$ cat src/common/cache_cfg.svh
`ifndef CACHE_CFG_SVH
`define CACHE_CFG_SVH

// address split
`define CACHE_TAG_W     20
`define CACHE_IDX_W     8
`define CACHE_OFS_W     4
`define CACHE_ADDR_W    (`CACHE_TAG_W + `CACHE_IDX_W + `CACHE_OFS_W)

`define CACHE_SETS      (1 << `CACHE_IDX_W)

// data geometry
`define CACHE_WORD_W    32
`define CACHE_BANKS     4   // words per line
`define CACHE_WAYS      2

// victim lfsr start value, must be nonzero
`define CACHE_LFSR_SEED 8'h5a

`endif

$ cat src/common/cache_pkg.sv
`default_nettype none

`include "cache_cfg.svh"

package cache_pkg;

    // cpu request as captured at acceptance
    typedef struct packed {
        logic                         op;       // 1 = write
        logic [`CACHE_TAG_W-1:0]      tag;
        logic [`CACHE_IDX_W-1:0]      index;
        logic [`CACHE_OFS_W-1:0]      offset;
        logic [`CACHE_WORD_W/8-1:0]   wstrb;
        logic [`CACHE_WORD_W-1:0]     wdata;
    } cpu_req_t;

    typedef struct packed {
        logic [`CACHE_TAG_W-1:0]      tag;
        logic                         valid;
    } tagv_t;

    // bank 0 sits in the low word
    typedef logic [`CACHE_BANKS-1:0][`CACHE_WORD_W-1:0] line_t;

    typedef enum logic [4:0] {
        IDLE    = 5'b00001,
        LOOKUP  = 5'b00010,
        MISS    = 5'b00100,
        REPLACE = 5'b01000,
        REFILL  = 5'b10000
    } cache_state_t;

endpackage

`default_nettype wire

$ cat src/cache/cache_ctrl.sv
`timescale 1ns/1ps
`default_nettype none

`include "cache_cfg.svh"

module cache_ctrl import cache_pkg::*; (
    input  wire                      clk,
    input  wire                      reset,
    input  wire                      valid,
    input  wire cpu_req_t            req,
    input  wire [`CACHE_WAYS-1:0]    way_hit,
    input  wire                      victim_dirty,
    input  wire                      wr_rdy,
    input  wire                      rd_rdy,
    input  wire                      ret_valid,
    input  wire                      ret_last,
    output cache_state_t             state,
    output cpu_req_t                 buf_req,
    output logic [1:0]               ret_bank,
    output logic                     victim_way,
    output logic                     addr_ok,
    output logic                     data_ok,
    output logic                     wr_req,
    output logic                     rd_req
);

    cache_state_t state_next;
    logic         accept;
    logic         hit;
    logic         miss_done;
    logic         fill_done;
    logic [7:0]   lfsr;

    assign addr_ok   = (state == IDLE);
    assign accept    = valid && addr_ok;
    assign hit       = |way_hit;
    assign wr_req    = (state == MISS) && victim_dirty;    // held until wr_rdy
    assign rd_req    = (state == REPLACE);
    assign miss_done = !victim_dirty || wr_rdy;
    assign fill_done = (state == REFILL) && ret_valid && ret_last;

    // hit ends in lookup, miss ends on the requested beat
    assign data_ok = ((state == LOOKUP) && hit)
                   || ((state == REFILL) && ret_valid && (ret_bank == buf_req.offset[3:2]));

    always_comb begin
        state_next = state;
        case (state)
            IDLE: begin
                if (accept)
                    state_next = LOOKUP;
            end
            LOOKUP: begin
                state_next = hit ? IDLE : MISS;
            end
            MISS: begin
                if (miss_done)
                    state_next = REPLACE;
            end
            REPLACE: begin
                if (rd_rdy)
                    state_next = REFILL;
            end
            REFILL: begin
                if (fill_done)
                    state_next = IDLE;
            end
            default: state_next = IDLE;
        endcase
    end

    always_ff @(posedge clk) begin
        if (reset)
            state <= IDLE;
        else
            state <= state_next;
    end

    always_ff @(posedge clk) begin
        if (accept)
            buf_req <= req;
    end

    // refill beat number
    always_ff @(posedge clk) begin
        if (reset)
            ret_bank <= 2'd0;
        else if (state == REPLACE)
            ret_bank <= 2'd0;
        else if ((state == REFILL) && ret_valid)
            ret_bank <= ret_bank + 2'd1;
    end

    // victim is frozen for the whole miss, lfsr steps once per miss
    always_ff @(posedge clk) begin
        if (reset) begin
            lfsr       <= `CACHE_LFSR_SEED;
            victim_way <= 1'b0;
        end else begin
            if ((state == LOOKUP) && !hit)
                victim_way <= lfsr[0];
            if ((state == MISS) && miss_done)
                lfsr <= {lfsr[6:0], lfsr[7] ^ lfsr[5] ^ lfsr[4] ^ lfsr[3]};  // x^8+x^6+x^5+x^4+1
        end
    end

    // victim state must not move while the writeback waits
    a_wr_hold: assert property (@(posedge clk) disable iff (reset)
        (wr_req && !wr_rdy) |=> wr_req);

    // beat counter lines up with the last beat, so every offset got its data_ok
    a_last_beat: assert property (@(posedge clk) disable iff (reset)
        fill_done |-> (ret_bank == 2'(`CACHE_BANKS - 1)));

endmodule

`default_nettype wire

$ cat config.mk
export PLATFORM = sky130hd
export DESIGN_NAME = cache_ctrl
export DESIGN_NICKNAME = d
export VERILOG_FILES = /design/src/common/cache_pkg.sv /design/src/cache/cache_ctrl.sv
export VERILOG_INCLUDE_DIRS = /design/src /design/src/common
export SDC_FILE = /design/constraint.sdc
export NUM_CORES = 1
export LEC_CHECK = 0
export ABC_AREA = 1
export BUFFER_PORTS_ARGS = -buffer_cell sky130_fd_sc_hd__buf_4
export CAP_MARGIN = 20
export CORE_MARGIN = 2
export CORE_UTILIZATION = 30
export CTS_CLUSTER_SIZE = 16
export DETAILED_ROUTE_END_ITERATION = 8
export MAX_ROUTING_LAYER = met4
export PLACE_DENSITY = 0.66
export RECOVER_POWER = 50
export SLEW_MARGIN = 5
export SYNTH_ARGS = -nofsm -noshare
export SYNTH_HDL_FRONTEND = slang
export SYNTH_SLANG_ARGS = --single-unit
$ cat constraint.sdc
create_clock -name clk -period 4.4 [get_ports clk]
set_input_delay 1.32 -clock clk [delete_from_list [all_inputs] [get_ports clk]]
set_output_delay 1.32 -clock clk [all_outputs]
set_load 0.03 [all_outputs]
==> flow_summary.toml <==
[global_routing]
grt_usage_pct = 12.8
antenna_found_initial = 0
grt_pass1_wl_mm = 9.71
grt_pass1_vias = 1889
overflow = 0
grt_max_degree = 70

[timing]
timing.fmax_ghz = 0.294
grt_setup_unrepaired = "no"
worstMarginPinSlew_ns = 0.851
fin_crit_ns = 3.40
slew_headroom_pct = 43.2
setup_viol = 0
finalHoldViolCount = 0
worst_clock_skew_ns = 0.0138
setup_tns_ns = 0
finalMaxSlewViolations = 0
period_share_pct = 77.2

[worst_setup_path]
required_ns = 3.08
worstPathArrival_ns = 2.08
critPathKind = "primary input to output port"
critPathMaxFanout = 2
start_kind = "primary input"
cp-end-kind = "output port"

[synth]
synthArstFlopShare_pct = 0
synth_seq_area_share_pct = 82.6
ys_types = 25
synth_nets = 263
synthCells = 184
yosys_register_bits = 85
yosysWarnings = 0
synthFlopType = "edfxtp_1"
synth_edf_count = 69
postSynthAreaPerCell_um2 = 15.7
yosys.area.top_type_share_pct = 71.5
synth_area_leaders = "edfxtp_1 72%, dfxtp_1 11%, nand2_1 2.7%, inv_1 2.2%, nor2_1 1.9%"
yosysTopAreaCell = "edfxtp_1"
netlist_area_mm2 = 0.00290

[floorplan]
die_y_um = 102
dieArea_mm2 = 0.0105
core_mm2 = 0.00933
start_util_pct = 31.1
std_cell_rows = 35
io_pins = 160
fp.dieW_um = 102

[layout]
utilization_pct = 46.0
area_delta_synth_final_pct = 48.0
design_area_mm2 = 0.00429
final_cell_count_no_fill = 487
fin_nets = 432
drive_above_1_share_pct = 43.0
fillers = 878
diodes = 0

[drt]
drc = 0
drt_iter0_drc = 83
drt_pass1_iterations = 4
avgRoutedWirePerCell_um = 14.0
vias = 2030
vias_per_cell = 4.17
antenna_left = 0
wirelength_mm = 6.83

[pwr]
power_mw = 2.49
powerDensity_mw_per_mm2 = 582
ir_drop_mv = 0.231
p_leak_nw = 1.76

[clocking]
clk_latency_ns = 0.35
root_buffer = "clkbuf_8"
cts_max_path_buffers = 2
cts_tree = "built"
clkSinkCount = 85
ctsHoldBuffers = 0
cts_made_buffers = 9
post_cts_buffers = 0
clkTransAtPathRegs_ns = 0.08
htreeDepth = 3
cts_resized = 0

[placed_design]
portBuffers = 159
post_dp_cell_area_mm2 = 0.00425
place_congestion = 0.824
hpwl_mm = 5.22
placed_cells = 471

[run_status]
status = "finished, final reports clean"

[flow_run]
maxCapViolations = 0

[min_path]
hold_path.class = "flip-flop to flip-flop"
==> logic make-up (layout without fill, tap and decap cells) <==
group | Yosys count | count (layout) | synth area share (%)
flops | 85 | 85 | 82.6
simple gates | 58 | 58 | 9.67
buf+inv | 22 | 196 | 3.15
compound gates | 14 | 14 | 3.11
xor+xnor | 5 | 5 | 1.51
==> registers in the layout, indices dropped and copies added (netlist names) <==
signal	flops
victim_way	1
buf_req	69
ret_bank	2
state	5
lfsr	8
==> power breakdown <==
part	switching (mW)	internal (mW)
sequential	0.0563	1.10
combinational	0.600	0.229
clock	0.292	0.213
total	0.949	1.55
==> layer usage <==
layer  GRT usage [%]  up-vias  part of all wire [%]
li1                -      978                     -
met1            14.4      930                    39
met2            20.8      111                    50
met3            4.72       11                   9.7
met4            5.03        0                   1.8
met5               -        -                     0
==> cell usage after synthesis (2+ instances only) <==
| library cell | instances |
|---|---|
| o211ai_1 | 2 |
| a21oi_1 | 4 |
| nand3_1 | 7 |
| a21oi_2 | 2 |
| o21ai_1 | 4 |
| inv_2 | 2 |
| nor2_1 | 15 |
| nand4_1 | 3 |
| nor2_4 | 2 |
| nand2_1 | 21 |
| o21ai_2 | 2 |
| xor2_1 | 2 |
| edfxtp_1 | 69 |
| xnor2_1 | 3 |
| inv_1 | 17 |
| nor2_2 | 5 |
| dfxtp_1 | 16 |
==> final cells by class <==
class / instances / area (um2) / area share [%]
Multi-Input combinational cell: 77 / 405 / 9.45
Sequential cell: 85 / 2390 / 55.8
Clock buffer: 9 / 124 / 2.89
Tap cell: 129 / 161 / 3.76
Inverter: 20 / 75.1 / 1.75
Clock inverter: 7 / 57.6 / 1.34
Timing Repair Buffer: 160 / 1070 / 25.0
==> critical path: stages <==
cell	delay, ns
buf_4	0.10
or2_2	0.30
nand2_1	0.12
nand2_1	0.07
buf_4	0.16
==> placed cells by master, fill, tap and decap left out, types with 5 or more instances in the layout <==
master    synthesis  final
edfxtp_1         69     69
clkbuf_4          0     69
buf_4             0     57
clkbuf_1          0     34
nand2_1          21     21
inv_1            17     17
nor2_1           15     17
dfxtp_1          16     16
clkbuf_8          0      9
nand3_1           7      7
a21oi_1           4      5
==> through the flow <==
| stage | hold slack (ns) | worst slack [ns] |
|---|---|---|
| 2_1_floorplan | 0.435 | 0.811 |
| 3_3_place_gp | 0.453 | 0.979 |
| 3_5_place_dp | 0.462 | 0.979 |
| 4_1_cts | 0.475 | 0.979 |
| 5_1_grt | 0.508 | 0.949 |
| 6_report | 0.472 | 1.00 |
==> path summary, 6_finish.rpt <==
check                        start               endpoint  slack (ns)  cells past startpoint
max                     way_hit[1]                data_ok        1.00                      5
max reg2reg  state[0]$_SDFFE_PP1P_  buf_req[65]$_DFFE_PP_        2.41                      5
min reg2reg   lfsr[6]$_SDFFE_PP1P_   lfsr[7]$_SDFFE_PP0P_        0.47                      2
min           lfsr[6]$_SDFFE_PP1P_   lfsr[7]$_SDFFE_PP0P_        0.47                      2
Note: power is estimated with default switching activity, not from simulation.
